$ cat src/cpuPkg.sv
// Shared definitions for the MEM/WB back end.
// Word, register-index and data-memory widths and depths.
// Write-back source select, load type and store type enums.

package cpuPkg;

    // data and address word width.
    localparam int DataWidth = 32;

    // bytes in one data word.
    localparam int ByteLanes = DataWidth / 8;

    // register index width and register count.
    localparam int RegAddrWidth = 5;
    localparam int RegCount = 1 << RegAddrWidth;

    // data memory is word addressed, 256 words.
    localparam int DmemAddrWidth = 8;
    localparam int DmemDepth = 1 << DmemAddrWidth;

    // write-back source, in the order of the result mux inputs.
    typedef enum logic [1:0] {
        SelPc8  = 2'd0,
        SelAlu  = 2'd1,
        SelOutB = 2'd2,
        SelDm   = 2'd3
    } WbSelType;

    // load width and extension.
    typedef enum logic [2:0] {
        LoadNone = 3'd0,
        LoadB    = 3'd1,
        LoadBu   = 3'd2,
        LoadH    = 3'd3,
        LoadHu   = 3'd4,
        LoadW    = 3'd5
    } LoadType;

    // store width.
    typedef enum logic [1:0] {
        StoreNone = 2'd0,
        StoreB    = 2'd1,
        StoreW    = 2'd2
    } StoreType;

endpackage

$ cat src/loadExtend.sv
// Load data extension for the write-back stage.
// Byte and halfword selection by address offset, then sign or zero extension.

`timescale 1ns/1ns

module loadExtend (
    input  logic [cpuPkg::DataWidth-1:0]  dmOut,
    input  logic [1:0]                    byteAddr,
    input  cpuPkg::LoadType               loadType,
    output logic [cpuPkg::DataWidth-1:0]  dmResult
);
    import cpuPkg::*;

    logic [DataWidth-1:0]  shifted;
    logic [7:0]            loadByte;
    logic [15:0]           loadHalf;

    // move the addressed byte down to bit 0.
    assign shifted  = dmOut >> {byteAddr, 3'b000};
    assign loadByte = shifted[7:0];

    // halfwords are aligned, only bit 1 of the address matters.
    assign loadHalf = byteAddr[1] ? dmOut[31:16] : dmOut[15:0];

    always_comb begin
        case (loadType)
            LoadB: begin
                dmResult = {{(DataWidth-8){loadByte[7]}}, loadByte};
            end
            LoadBu: begin
                dmResult = {{(DataWidth-8){1'b0}}, loadByte};
            end
            LoadH: begin
                dmResult = {{(DataWidth-16){loadHalf[15]}}, loadHalf};
            end
            LoadHu: begin
                dmResult = {{(DataWidth-16){1'b0}}, loadHalf};
            end
            // full word, also what a non-load sees.
            default: begin
                dmResult = dmOut;
            end
        endcase
    end

endmodule

$ cat src/wbStage.sv
// Write-back stage.
// WB pipeline register with flush and hold, load extension,
// four-way result selector and the gated register-file write strobe.

`timescale 1ns/1ns

module wbStage (
    input  logic                             clk,
    input  logic                             rst,
    input  logic                             hold,
    input  logic                             wbFlush,
    input  logic                             wbDisWr,
    input  logic [cpuPkg::DataWidth-1:0]     memAluOut,
    input  logic [cpuPkg::DataWidth-1:0]     memOutB,
    input  logic [cpuPkg::DataWidth-1:0]     memPc,
    input  logic [cpuPkg::RegAddrWidth-1:0]  memDst,
    input  logic                             memRegWr,
    input  cpuPkg::WbSelType                 memWbSel,
    input  cpuPkg::LoadType                  memLoadType,
    input  logic [cpuPkg::DataWidth-1:0]     dmOut,
    output logic [cpuPkg::DataWidth-1:0]     wbResult,
    output logic [cpuPkg::RegAddrWidth-1:0]  wbDst,
    output logic                             wbFinalWr
);
    import cpuPkg::*;

    logic [DataWidth-1:0]  wbAluOut;
    logic [DataWidth-1:0]  wbOutB;
    logic [DataWidth-1:0]  wbPc;
    logic                  wbRegWr;
    WbSelType              wbWbSel;
    LoadType               wbLoadType;
    logic [DataWidth-1:0]  wbDmResult;

    // flush takes priority over hold.
    always_ff @(posedge clk) begin
        if (rst || wbFlush) begin
            wbRegWr <= 1'b0;
        end else if (!hold) begin
            wbRegWr <= memRegWr;
        end
    end

    always_ff @(posedge clk) begin
        if (!hold) begin
            wbAluOut   <= memAluOut;
            wbOutB     <= memOutB;
            wbPc       <= memPc;
            wbDst      <= memDst;
            wbWbSel    <= memWbSel;
            wbLoadType <= memLoadType;
        end
    end

    // dmOut is already aligned with this register.
    loadExtend uExt (
        .dmOut    (dmOut),
        .byteAddr (wbAluOut[1:0]),
        .loadType (wbLoadType),
        .dmResult (wbDmResult)
    );

    always_comb begin
        case (wbWbSel)
            SelPc8:  wbResult = wbPc + DataWidth'(8);
            SelAlu:  wbResult = wbAluOut;
            SelOutB: wbResult = wbOutB;
            default: wbResult = wbDmResult;
        endcase
    end

    // keep the result out of the register file while writes are disabled.
    assign wbFinalWr = wbRegWr && !wbDisWr;

    noWriteWhenDisabled: assert property (@(posedge clk) disable iff (rst)
        wbDisWr |-> !wbFinalWr);

endmodule

$ cat config.mk
export PLATFORM = sky130hd
export DESIGN_NAME = wbStage
export DESIGN_NICKNAME = d
export VERILOG_FILES = /design/src/cpuPkg.sv /design/src/loadExtend.sv /design/src/wbStage.sv
export SDC_FILE = /design/constraint.sdc
export NUM_CORES = 1
export LEC_CHECK = 0
export ABC_CLOCK_PERIOD_IN_PS = 4450
export BUFFER_PORTS_ARGS = -buffer_cell sky130_fd_sc_hd__buf_4
export CAP_MARGIN = 0
export CORE_UTILIZATION = 41
export CTS_CLUSTER_SIZE = 14
export DETAILED_ROUTE_END_ITERATION = 8
export PLACE_DENSITY = 0.7
export SYNTH_ARGS = -nofsm -noshare
export SYNTH_HDL_FRONTEND = slang
export SYNTH_SLANG_ARGS = --single-unit
$ cat constraint.sdc
create_clock -name clk -period 4.45 [get_ports clk]
set_clock_uncertainty 0.1 [all_clocks]
set_input_delay 0.89 -clock clk [delete_from_list [all_inputs] [get_ports clk]]
set_output_delay 0.89 -clock clk [all_outputs]
set_load 0.005 [all_outputs]
==> run_results.csv <==
group,metric,value,unit
route,viasPerCell,5.70,
power_and_ir_drop,pwr_density_cell,355,nW/um2
synth,synth_area_per_cell,11.3,um2
setup_path,crit_chain,"ha_1 -> nand3_1 -> nor3_1 -> nand4_1 -> mux2i_1 -> a2111oi_0 -> buf_4",
synth,synth-warning-count,0,
power_and_ir_drop,p_leak,2.87,nW
floorplanning,ios,182,
setup_path,crit_type,"reg2out",
route,drt-initial-drc-count,450,
cells_and_area,area_delta_synth_final,33.4,%
cts,cts_tree,"built",
sta,finalCritPeriodShare,84.5,%
global_routing,grtUsageTotal,25.1,%
synth,synth_commonest_cells,"edfxtp_1 (106), a21oi_1 (42), nand2_1 (38), o21ai_0 (38), nor2_1 (34)",
global_routing,grt_overflow_total,0,
setup_path,timing.rr.end,"wbRegWr",
hold_path,holdPathEnd,"wbRegWr",
synth,synth.distinct_cells,68,
cts,cts_buffers,9,
setup_path,timing.rr.start,"wbRegWr",
cts,cts-htree-levels,3,
global_routing,grt_pass1_wl,26200,um
sta,fmaxAchievable,266,MHz
sta,worst_slew_pin_slew,1.05,ns
sta,final_hold_viol_count,0,
floorplanning,dieArea,13900,um2
job,maxCapViolations,0,
hold_path,min-delay-start,"wbRegWr",
route,drtAntennaViolNets,0,
setup_path,crit_arrival,2.77,ns
sta,rsz0062_at_grt,"false",
setup_path,start_kind,"register",
route,drc,0,
global_routing,antenna_found_initial,0,
sta,finalCriticalPeriod,3.76,ns
setup_path,crit_path_top_delay_cell,"nor3_1",
power_and_ir_drop,worst_ir_drop_vdd,407,uV
synth,synth.most_common_cell,"edfxtp_1",
synth,syn_nets,635,
route,firstDrtPassIters,7,
hold_path,hold_depth,2,
synth,async_flop_share,0,%
hold_path,holdCritPathClass,"reg2reg",
cts,cts-resized-gates,0,
floorplanning,core_area,13200,um2
sta,setup_viol,0,
floorplanning,initial_core_util,41.9,%
synth,synth_seq_cells,107,
cts,holdBufCountCts,0,
route,vias,4815,
global_routing,grt_pass1_vias,4718,
run_status,status,"finished, final reports clean",
cts,cts_sinks,107,
route,post_drt_wl_per_cell,20.4,um
route,wl,17200,um
sta,relSlewSlack,30.2,%
placement,gp_congestion,0.864,
setup_path,max_stage_delay,0.52,ns
cells_and_area,finish.utilization,55.8,%
placement,hpwl,13000,um
cells_and_area,fin_area,7360,um2
cts,clockBufferDepth,2,
sta,holdWs,0.440,ns
cts,cts.clk_slew.worst_paths,0.07,ns
setup_path,worstPathRequired,3.46,ns
synth,synthCells,490,
setup_path,critPathMaxFanout,5,
floorplanning,fp-row-count,42,
synth,synth_ff_type,"edfxtp_1",
cells_and_area,drive_above_1_share,33.4,%
setup_path,setup.worst_path.end_class,"primary output",
synth,ys_seq_area_share,58.0,%
cts,root_buffer,"clkbuf_16",
floorplanning,die_x,118,um
sta,setup_ws,0.690,ns
synth,synth.area.top_cells,"edfxtp_1 (58%), a21oi_1 (3.8%), o21ai_0 (3.4%)",
placement,dpl_cell_area,7040,um2
global_routing,grt_max_degree,85,
cts,clk_latency,0.36,ns
sta,setup_tns,0,ns
cells_and_area,diodes,0,
synth,yosysTopAreaCellShare,57.7,%
synth,syn-cell-area,5520,um2
setup_path,ff2ff_setup_slack,3.74,ns
sta,drv_slew,0,
cts,post_cts_buffers,0,
placement,pre_cts_ws,0.842,ns
synth,synth_edf_count,106,
placement,port_buffers,181,
setup_path,reg2reg_depth,2,
cells_and_area,nNetsFinal,808,
floorplanning,die_y,118,um
synth,yosysTopAreaCell,"edfxtp_1",
-- worst max-delay path, delay by kind of cell (launching register included) --
family / cells / cell delay [ns]
AND/OR/NAND/NOR: 3 / 0.89
multiplexers: 1 / 0.17
buffers and inverters: 1 / 0.19
flip-flops: 1 / 0.42
AO/OA/AOI/OAI: 1 / 0.44
adder cells (fa/ha/maj): 1 / 0.28
-- power by group --
| part | leakage (nW) | switching, W | internal [W] |
|---|---|---|---|
| logic | 1.67 | 0.000253 | 0.000252 |
| registers | 1.05 | 0.0000652 | 0.00120 |
| clock network | 0.154 | 0.000384 | 0.000464 |
-- cell families after synthesis --
family / synth area share (%)
compound gates: 19.8
xor+xnor: 2.54
fa+ha+maj: 0.408
buf+inv: 3.31
flops: 58.0
mux: 2.09
simple gates: 13.8
-- state kept, by name (all words and copies together) (netlist names) --
name and count:
wbAluOut 32, wbOutB 32, wbPc 32, wbDst 5, wbLoadType 3, wbWbSel 2, wbRegWr 1
-- metal layers --
metal | global-route usage (%) | share of wire, % | up-vias
met5 | 0 | 0 | -
met4 | 10.7 | 2.7 | 0
met3 | 5.28 | 7.3 | 27
met2 | 38.3 | 47 | 238
met1 | 34.4 | 43 | 2283
li1 | - | - | 2267
-- metrics by stage --
step                      total power (W)  instances
after floorplan                   0.00150        490
after global placement            0.00178        828
after global routing              0.00272        844
after CTS                         0.00263        844
final                             0.00262        844
after detailed placement          0.00179        828
-- cell type report --
class / instances / area (um2)
Clock buffer: 10 / 239
Clock inverter: 6 / 82.6
Fill cell: 1116 / 5830
Inverter: 13 / 51.3
Multi-Input combinational cell: 342 / 2140
Sequential cell: 107 / 3200
Tap cell: 176 / 220
Timing Repair Buffer: 190 / 1430
-- layout by cell type, fill, tap and decap left out, types with 5 or more instances in the layout --
| cell | netlist | routed |
|---|---|---|
| o22ai_1 | 11 | 11 |
| buf_4 | 1 | 190 |
| edfxtp_1 | 106 | 106 |
| a31oi_1 | 14 | 14 |
| nand2_1 | 38 | 38 |
| a211oi_1 | 8 | 8 |
| a21oi_1 | 42 | 42 |
| nand4_1 | 6 | 6 |
| a21oi_2 | 5 | 5 |
| o21a_1 | 5 | 5 |
| clkbuf_16 | 0 | 9 |
| nor2_1 | 34 | 34 |
| mux2i_1 | 7 | 7 |
| and3_1 | 7 | 7 |
| inv_1 | 13 | 12 |
| nor4_1 | 6 | 6 |
| xor2_1 | 9 | 9 |
| nand3_1 | 15 | 15 |
| a221oi_1 | 8 | 8 |
| o21ai_0 | 38 | 38 |
| nor3_1 | 7 | 7 |
| xnor2_1 | 7 | 6 |
-- worst max-delay path by stage --
stage / from / end / slack [ns] / depth (start not counted)
finish: wbPc[3] / wbResult[27] / 0.69 / 7
global route: wbPc[4] / wbResult[27] / 0.46 / 7
CTS: wbPc[4] / wbResult[27] / 0.69 / 7
detailed placement: dmOut[31] / wbResult[31] / 0.84 / 7
global placement: dmOut[31] / wbResult[29] / 0.86 / 7
floorplan: hold / wbAluOut[0] / 0.95 / 1
Power figures use the tool's default switching activity.
