File: config.mk
export PLATFORM = sky130hd
export DESIGN_NAME = regFile
export DESIGN_NICKNAME = d
export VERILOG_FILES = /design/src/cpuPkg.sv /design/src/regFile.sv
export SDC_FILE = /design/constraint.sdc
export NUM_CORES = 1
export LEC_CHECK = 0
export ABC_AREA = 1
export BUFFER_PORTS_ARGS = -buffer_cell sky130_fd_sc_hd__buf_4
export CAP_MARGIN = 20
export CORE_MARGIN = 2
export CORE_UTILIZATION = 40
export DETAILED_ROUTE_END_ITERATION = 10
export GPL_TIMING_DRIVEN = 0
export HOLD_SLACK_MARGIN = 0.03
export PLACE_DENSITY = 0.58
export REMOVE_ABC_BUFFERS = 1
export SLEW_MARGIN = 20
export SYNTH_ARGS = -nofsm -noshare
export SYNTH_HDL_FRONTEND = slang
export SYNTH_SLANG_ARGS = --single-unit
File: constraint.sdc
create_clock -name clk -period 1.7 [get_ports clk]
set_input_delay 0 -clock clk [delete_from_list [all_inputs] [get_ports clk]]
set_output_delay 0 -clock clk [all_outputs]
set_load 0.01 [all_outputs]
File: src/cpuPkg.sv
// Shared definitions for the MEM/WB back end.
// Word, register-index and data-memory widths and depths.
// Write-back source select, load type and store type enums.

package cpuPkg;

    // data and address word width.
    localparam int DataWidth = 32;

    // bytes in one data word.
    localparam int ByteLanes = DataWidth / 8;

    // register index width and register count.
    localparam int RegAddrWidth = 5;
    localparam int RegCount = 1 << RegAddrWidth;

    // data memory is word addressed, 256 words.
    localparam int DmemAddrWidth = 8;
    localparam int DmemDepth = 1 << DmemAddrWidth;

    // write-back source, in the order of the result mux inputs.
    typedef enum logic [1:0] {
        SelPc8  = 2'd0,
        SelAlu  = 2'd1,
        SelOutB = 2'd2,
        SelDm   = 2'd3
    } WbSelType;

    // load width and extension.
    typedef enum logic [2:0] {
        LoadNone = 3'd0,
        LoadB    = 3'd1,
        LoadBu   = 3'd2,
        LoadH    = 3'd3,
        LoadHu   = 3'd4,
        LoadW    = 3'd5
    } LoadType;

    // store width.
    typedef enum logic [1:0] {
        StoreNone = 2'd0,
        StoreB    = 2'd1,
        StoreW    = 2'd2
    } StoreType;

endpackage

File: src/regFile.sv
// Integer register file.
// 32 x 32 registers, register 0 reads as zero,
// one synchronous write port and one asynchronous read port.

`timescale 1ns/1ns

module regFile (
    input  logic                             clk,
    input  logic                             rst,
    input  logic                             wrEn,
    input  logic [cpuPkg::RegAddrWidth-1:0]  wrAddr,
    input  logic [cpuPkg::DataWidth-1:0]     wrData,
    input  logic [cpuPkg::RegAddrWidth-1:0]  rdAddr,
    output logic [cpuPkg::DataWidth-1:0]     rdData
);
    import cpuPkg::*;

    logic [DataWidth-1:0]  regs [0:RegCount-1];

    always_ff @(posedge clk) begin
        if (rst) begin
            for (int i = 0; i < RegCount; i++) begin
                regs[i] <= '0;
            end
        end else if (wrEn && (wrAddr != '0)) begin
            regs[wrAddr] <= wrData;
        end
    end

    // decode-stage read port.
    assign rdData = regs[rdAddr];

    // register 0 keeps its reset value since writes to it are dropped.
    zeroRegReadsZero: assert property (@(posedge clk) disable iff (rst)
        (rdAddr == '0) |-> (rdData == '0));

endmodule

==> results.md, run 1 <==
- The run finished, with violations left.
- The checks that failed: setup timing.
- The share of total power dissipated in sequential elements is between 50% and 60%.
- The cell area that synthesis handed to floorplanning was around 0.046 mm².
- The share of synthesized area in the top cell type comes to between 60% and 70%.
- The most frequent cell on the critical path is buf_16.
- The most frequent standard cell in the layout excluding fill and tap cells is nand2_1.
- Counting the fill cells in the layout gives around 10,000.
- During synthesis, Yosys emitted a total of 0 warnings.
- Dividing the detail-routed wire length by the instance count gives around 27 µm.
- The detail route stage leaves a number of antenna-violating nets equal to 0.
- The synthesis-to-layout area growth is 20.6%.
- The internal portion of the total power is between 40,000 and 50,000 µW.
- The number of unique standard cell types used by synthesis is 16.
- The length of the first detailed-routing pass in iterations is 6.
- The combined flip-flop and latch cell area is 0.0307 mm².
- Setup violations remaining at the end of the flow were counted as about 200.
- Synthesis produced ~4,800 cells.
- At the pin with the least slew margin, the transition time is between 0.8 and 0.9 ns.
- The final critical-path required period is between 2 and 2.5 ns.
- During placement, the flow inserted port buffers numbering between 70 and 80.
- The number of H-tree levels is 3.
- Setup repair after global routing could not meet its margin everywhere.
- In the final layout, the registers with the most flip-flops are regs x1024.
- Of the total power, combinational logic draws between 10 and 15%.
- The worst hold path belongs to the class in -> reg.
- Sorting the synthesized cells by area gives the leading types as edfxtp_1, nand2_1, nand3_1.
- The sequential-to-total area share from yosys stat is 66.6%.
- The final weighted congestion of routability-driven global placement is about 0.77.
- The leftover overflow at the end of global routing is 0.
- The global-route total usage across every layer is 27.9%.
- The register ranked first by flip-flop count is regs.
- The clock passes through at most 3 buffers.
- The hold violation count in the final report was 0.
- The library cell used as clock root buffer is clkbuf_16.
- The net count of the finished layout is between 4,000 and 5,000.
- The worst pin sits at a relative slew slack of 41.8%.
- The first element of the critical path is rdAddr[0].
- The clock network burns between 30% and 40% of the power.
- The row count is around 120.
- Data on the critical path is required at its endpoint by approximately 1.7 ns.
- After detailed routing, the number of vias per cell comes to between 5 and 6.
- The most critical setup path has its endpoint at rdData[28].
- Of all cell types, the one taking the most synthesized area is edfxtp_1.
- The I/O pin count is 77.
- Clock-pin slew was measured on the worst setup and hold paths at roughly 0.070 ns.
- The number of flip-flops in the largest register is ~1,000.
- The DRC marker count from the first detailed-route iteration is about 4,700.
- The total count of max-transition violations in the final report was 0.
- The switching part of the total power is 25.4%.
- The number of global-route vias before repair was roughly 34,000.
- The first global-routing pass estimated about 240 mm of wire.
- The worst slack at placement is -2.54 ns.
- At the worst endpoint, the arrival time is 2.08 ns.
- The element type at the critical path start is a primary input.
- The worst setup path is captured at an output port.
- The share of cells above drive strength 1 is roughly 14%.
- The die is ~340 µm wide.
- The core region is approximately 0.11 mm².
- Summed over all nets, the switching power comes to approximately 15,000 µW.
- The count of max-cap constraint violations is 0.
- The half-perimeter wire length of the detailed placement result is 76.6 mm.
- For this configuration, the core starts out at a cell density of between 40 and 50%.
- The worst setup path is of the in -> out kind.
- The final setup slack of the worst path is -0.383 ns.
- The floorplan step defined a die boundary enclosing 0.118 mm².
- The portion of the clock cycle consumed by the worst path in the final layout is 123%.
- The area occupied by multi-input gates is approximately 0.015 mm².
- The total CTS buffers is between 100 and 150.
- Summed over all layers, the routed wires come to roughly 170 mm.
- Measured along the y axis, the die boundary spans roughly 340 µm.
- The utilization of the core after routing is ~49%.
- The power per standard cell area is 1040 mW/mm².
- The top achievable clock speed is ~480 MHz.
- In this run, synthesis produced a sequential element count of 1,024.
- The number of antenna violations at the first check in global routing was 1.
- The number of remaining DRC errors is 0.
- The critical path goes through buf_16 -> buf_16 -> buf_16 -> inv_16 -> buf_16 -> buf_16 -> buf_16 -> buf_12 -> buf_16 -> nand2_1 -> nand3_2 -> nand3_1 -> nand2_1 -> nand2_1 -> nand2_2 -> nand2_4 -> nand2_4 -> buf_4.
- The peak per-stage delay on the critical path is 0.16 ns.
- Entering global routing, the biggest net connects between 100 and 150 pins.
- For this design, the sink count on the clock tree is roughly 1,000.
- The clock tree from TritonCTS is yes.
- In this run the worst path has a maximum fanout of 9.
- The largest individual stage delay along the critical path comes from the cell buf_16.
- For this design the static power due to leakage is ~0.022 µW.
- The library cells used most frequently in the layout, excluding fill and tap cells, are nand2_1, edfxtp_1, nor2_1, nand3_1, clkbuf_16.
- IR analysis of the VDD net gives a maximum drop of between 0.7 and 0.8 mV.
- A synthesized cell averages between 9 and 10 µm².
- The total number of vias is between 30,000 and 40,000.
through the flow:
step	hold slack [ns]	power, µW	TNS [ns]	cell area (µm²)	std cells
global placement	0.585	35100	-5901.97	46800	5968
floorplan	0.112	32500	-910.51	44300	4380
finish	0.0603	58000	-16.00	55700	6328
global route	0.0453	59500	-21.48	55700	6328
detailed placement	0.443	35000	-3265.78	48400	6021
CTS	0.0348	57600	-15.55	54900	6318
final cells by class:
class	count	area share (%)
antenna	1	0.00450
clock inverter	57	0.762
clock buffer	123	4.84
multi-input combinational	3307	27.3
inverter	49	0.490
timing repair inverter	5	0.0966
timing repair buffer	250	7.90
sequential	1024	55.2
tap	1512	3.40
cell usage after synthesis:
master	n
buf_1	21
buf_4	18
nor3_1	7
inv_1	45
edfxtp_1	1024
clkbuf_1	145
conb_1	1
buf_2	217
nand3_1	769
nand4_1	4
inv_4	1
nand2_1	1502
nor2_1	993
clkinv_1	1
inv_2	2
buf_6	10
cell families after synthesis:
family,share of synthesized area (%)
DFF,66.6
buffers and inverters,4.64
other,0.00812
and+or+nand+nor,28.7
worst max-delay path, delay by kind of cell:
kind	cells	cell delay, ns
buf+inv	10	1.31
simple gates	8	0.70
power groups by stage:
| stage | Combinational (µW) | Sequential, µW | Clock [µW] |
|---|---|---|---|
| after CTS | 6250 | 29500 | 21900 |
| after floorplan | 2580 | 29900 | 0 |
| final | 6620 | 29500 | 21900 |
| after detailed placement | 5020 | 30000 | 0 |
| after global routing | 6980 | 29600 | 22900 |
| after global placement | 5050 | 30000 | 0 |
metal layers:
metal | vias to the layer above | global-route usage (%) | wire length [µm]
li1 | 15700 | - | -
met1 | 17400 | 36.2 | 64000
met2 | 2205 | 44.8 | 78000
met3 | 384 | 5.11 | 17600
met4 | 2 | 14.4 | 8870
met5 | - | 0 | 15
how the worst min path moves through the flow:
| stage | startpoint | to | depth (start not counted) |
|---|---|---|---|
| 2_1_floorplan | rst | regs[0][0] | 0 |
| 3_5_place_dp | wrData[22] | regs[3][22] | 3 |
| 5_1_grt | wrAddr[2] | regs[24][28] | 4 |
| 3_3_place_gp | rst | regs[0][14] | 1 |
| 4_1_cts | wrData[7] | regs[4][7] | 3 |
| 6_report | wrAddr[2] | regs[24][14] | 4 |
what timing repair did:
item | in CTS | in global routing
pin swaps | 76 | 60
resized for setup | 289 | 137
gates cloned | 54 | 9
endpoints found under the hold margin | 885 | 0
setup endpoints to repair | 1792 | 307
buffers inserted | 31 | 2
hold buffers | 33 | 0
Note: power is estimated with default switching activity, not from simulation.
==> run 2: changes to the inputs <==
--- a/config.mk
+++ b/config.mk
@@ -5,7 +5,6 @@
 export SDC_FILE = /design/constraint.sdc
 export NUM_CORES = 1
 export LEC_CHECK = 0
-export ABC_AREA = 1
 export BUFFER_PORTS_ARGS = -buffer_cell sky130_fd_sc_hd__buf_4
 export CAP_MARGIN = 20
 export CORE_MARGIN = 2
==> run 2 against run 1 <==
The run still ends with setup timing left. Fmax is 1.1% lower. Worst hold slack better by 0.046 ns. Synthesized area is 2.0% higher. Clock-buffer cell count is 6 higher. Routed wire length is 18% lower. Clock power is 3% higher.
==> results.md, run 2 <==
- Outcome: complete, but fails checks (unchanged).
- Violations in the final reports: setup timing (unchanged).
- The row count came to 125 (was 124).
- The hold violation count in the final report is 0 (unchanged).
- The share of cells above drive strength 1 is 14.7% (was 14.5%).
- The number of buffer cells added on primary ports was 76 (unchanged).
- The number of global-route vias before repair is 27,200 (was 33,700).
- The signal arrival time at the worst endpoint came to 2.11 ns (was 2.08 ns).
- The post-route antenna net violation count is 0 (unchanged).
- The classification of the worst setup path is reg -> out (was in -> out).
- The main combinational cell family by area after synthesis is simple AND/OR/NAND/NOR gates (unchanged).
- The maximum fanout along the worst path came to 1 (was 9).
- The cell depth of the worst min-delay path was 4 (unchanged).
- The final critical-path required period was 2.11 ns (was 2.08 ns).
- The multiplexer area fraction after synthesis came to 10.9% (was 0%).
- The flip-flop and latch count after synthesis is 1,024 (unchanged).
- The ratio of routed vias to standard cells is 5.41 (was 5.64).
- The final setup slack of the worst path is -0.407 ns (was -0.383 ns).
- The power per standard cell area is 1030 mW/mm² (was 1040 mW/mm²).
- The synthesized area divided by synthesized cell count is 13.7 µm² (was 9.70 µm²).
- The simple-gate portion of the synthesized area is 16.5% (was 28.7%).
- The worst slew margin relative to its limit is 23.5% (was 41.8%).
- The utilization of the core after routing is 47.6% (was 48.7%).
- The most frequent standard cell in the layout excluding fill and tap cells is edfxtp_1 (was nand2_1).
- The maximum number of pins on one net before global-route repair is 71 (was 109).
- The top achievable clock speed is 475 MHz (was 480 MHz).
- The synthesis-to-layout area growth is 17.8% (was 20.6%).
- The I/O pin count is 77 (unchanged).
- The die span in x is 347 µm (was 344 µm).
- The placed instance area came to 0.0498 mm² (was 0.0484 mm²).
- The number of H-tree levels is 3 (unchanged).
- The number of remaining DRC errors is 0 (unchanged).
- The clock-pin slew of the registers on the worst-case setup and hold paths was 0.06 ns (was 0.07 ns).
- The clock tree from TritonCTS is yes (unchanged).
- Registers with the most flip-flops: regs x1024 (unchanged).
- The measured slew at the worst slew-check pin was 1.15 ns (was 0.872 ns).
- The maximum buffer depth of the clock tree is 3 (unchanged).
- The commonest register cell after synthesis is edfxtp_1 (unchanged).
- The total CTS buffers is 106 (was 103).
- The cell type with the highest aggregate area in the netlist was edfxtp_1 (unchanged).
- The setup-violating endpoint count in the final report is 32 (was 201).
- The die outline area is 0.120 mm² (was 0.118 mm²).
- The total clock sinks is 1,024 (unchanged).
- The met1 usage in global routing was 31.3% (was 36.2%).
- The final design instance area without fill is 0.0555 mm² (was 0.0557 mm²).
- The half-perimeter wire length of the detailed placement result is 72.8 mm (was 76.6 mm).
- The sequential-to-total area share from yosys stat came to 65.3% (was 66.6%).
- The static leakage power is 0.0206 µW (was 0.0223 µW).
- The register ranked first by flip-flop count is regs (unchanged).
- Commonest cells after routing, fill and taps aside: edfxtp_1, and2_1, mux2i_1, clkbuf_16, nand2_1 (was nand2_1, edfxtp_1, nor2_1, nand3_1, clkbuf_16).
- The setup TNS was -10.89 ns (was -16.00 ns).
- The number of flip-flops in the largest register is 1,024 (unchanged).
- The warning count from the yosys run was 0 (unchanged).
- The class of the worst hold path is in -> reg (unchanged).
- The met3 routing resource usage after global routing came to 3.18% (was 5.11%).
- The global routing's busiest layer was met2 (unchanged).
- The number of fill cells in the layout came to 9,916 (was 10,200).
- The met2 usage was 37.0% (was 44.8%).
- The global-route wire length before repair was 198 mm (was 237 mm).
- The count of max-cap constraint violations is 0 (unchanged).
- The cell with the most instances after synthesis is edfxtp_1 (was nand2_1).
- The number of unique standard cell types used by synthesis is 30 (was 16).
- The post-detailed-routing wire length is 138 mm (was 168 mm).
- The length of the first detailed-routing pass in iterations is 5 (was 6).
- The share of synthesized cell area in full adder, half adder and majority cells is 0% (unchanged).
- The cell count after synthesis is 3,447 (was 4,760).
- The area occupied by multi-input gates came to 0.0163 mm² (was 0.0152 mm²).
- The initial core utilization is 40.4% (about the same).
- The launch point of the worst hold path is wrAddr[3] (was wrAddr[2]).
- The compound-cell area share of the yosys netlist is 4.17% (was 0%).
- The total number of vias is 27,700 (was 35,700).
- The DRC marker count from the first detailed-route iteration was 3,015 (was 4,674).
- The xor and xnor fraction of the mapped netlist area is 0% (unchanged).
- The worst slack at placement is -2.21 ns (was -2.54 ns).
- The data required time of the critical path was 1.70 ns (about the same).
- The worst min-delay path endpoint is regs[17][8] (was regs[24][14]).
- Setup repair after global routing missed its margin: yes (unchanged).
- The global-route total usage across every layer is 22.7% (was 27.9%).
- The endpoint kind of the worst setup timing path is an output port (unchanged).
- The number of synthesized flops with an enable pin was 1,024 (unchanged).
- Synth cell count leaders: edfxtp_1, and2_1, mux2i_1, clkbuf_1, nand2_1 (was nand2_1, edfxtp_1, nor2_1, nand3_1, buf_2).
- The combined area of all synthesized cells is 0.0471 mm² (was 0.0462 mm²).
- The final weighted congestion of routability-driven global placement is 0.730 (was 0.769).
- The fraction of post-synthesis cell area in the top cell type by area is 65.3% (was 66.6%).
- The number of nets in the final layout is 3,569 (was 4,785).
- The total count of max-transition violations in the final report is 0 (unchanged).
- The area of the core is 0.117 mm² (was 0.114 mm²).
- The maximum VDD drop was 0.747 mV (was 0.703 mV).
- The final routed wire length divided by cell count is 26.9 µm (was 26.6 µm).
- The number of antenna violations at the first check in global routing is 2 (was 1).
- The leftover overflow at the end of global routing is 0 (unchanged).
- The height of the die is 347 µm (was 344 µm).
- The total power came to 57,100 µW (was 58,000 µW).
- The portion of the clock cycle consumed by the worst path in the final layout is 124% (was 123%).
- The share of synthesized flip-flops with an asynchronous set or reset is 0% (unchanged).
- Main area contributors after synthesis: edfxtp_1, and2_1, mux2i_1 (was edfxtp_1, nand2_1, nand3_1).
- The library cell used as clock root buffer is clkbuf_16 (unchanged).
- The combined flip-flop and latch cell area was 0.0307 mm² (unchanged).
- The element type at the critical path start is a flop (was primary input).
[run 2: layout make-up]
cell class,count,area share (%)
multi-input cells,2167,29.4
diodes,2,0.00902
clock inverters,57,0.902
clock buffers,129,5.01
well taps,1524,3.44
flip-flops and latches,1024,55.4
repair buffers,225,5.81
[run 2: metal layers]
layer | vias up | wire [µm]
met3 | 191 | 8780
met1 | 14100 | 59700
met2 | 925 | 65700
met5 | - | 0
li1 | 12500 | -
met4 | 0 | 3950
[run 2: worst max-delay path by stage]
stage | start | cells after the start | to | slack, ns
floorplan | rdAddr[2] | 4 | rdData[0] | -3.25
detailed placement | rst | 5 | regs[28][22] | -2.21
global placement | rdAddr[0] | 6 | rdData[4] | -11.51
finish | regs[0][20] | 6 | rdData[20] | -0.41
global route | regs[2][12] | 6 | rdData[12] | -0.47
CTS | regs[2][28] | 6 | rdData[28] | -0.48
[run 2: what timing repair did]
action,4_1_cts,5_1_grt
resized for setup,194,15
cloned,39,1
buffers inserted,50,2
endpoints found under the hold margin,1024,0
endpoints found under the setup margin,1478,48
hold buffers,34,0
pin swaps,79,41
[run 2: metrics by stage]
stage                     cells  hold slack [ns]
after floorplan            3158            0.112
after global placement     4758            0.521
after detailed placement   4814            0.535
after CTS                  5123            0.102
after global routing       5126            0.105
final                      5128            0.107
[run 2: cells by family after synthesis]
kind of cell,Yosys count
multiplexers,512
flip-flops,1024
AO/OA/AOI/OAI,288
buffers and inverters,320
other,1
AND/OR/NAND/NOR,1302
[run 2: where the power goes]
part / internal, µW / switching [µW] / leakage (µW) / total (µW)
logic: 1860 / 3280 / 0.00923 / 5140
clock network: 12900 / 9610 / 0.00159 / 22500
registers: 29100 / 339 / 0.00975 / 29500
total: 43900 / 13200 / 0.0206 / 57100
[run 2: critical path, stage by stage, from the launching register on]
cell and delay [ns]:
edfxtp_1 0.37, mux2i_1 0.17, a22o_1 0.21, nor3_2 0.09
a31oi_4 0.30, nand3_2 0.14, buf_4 0.17
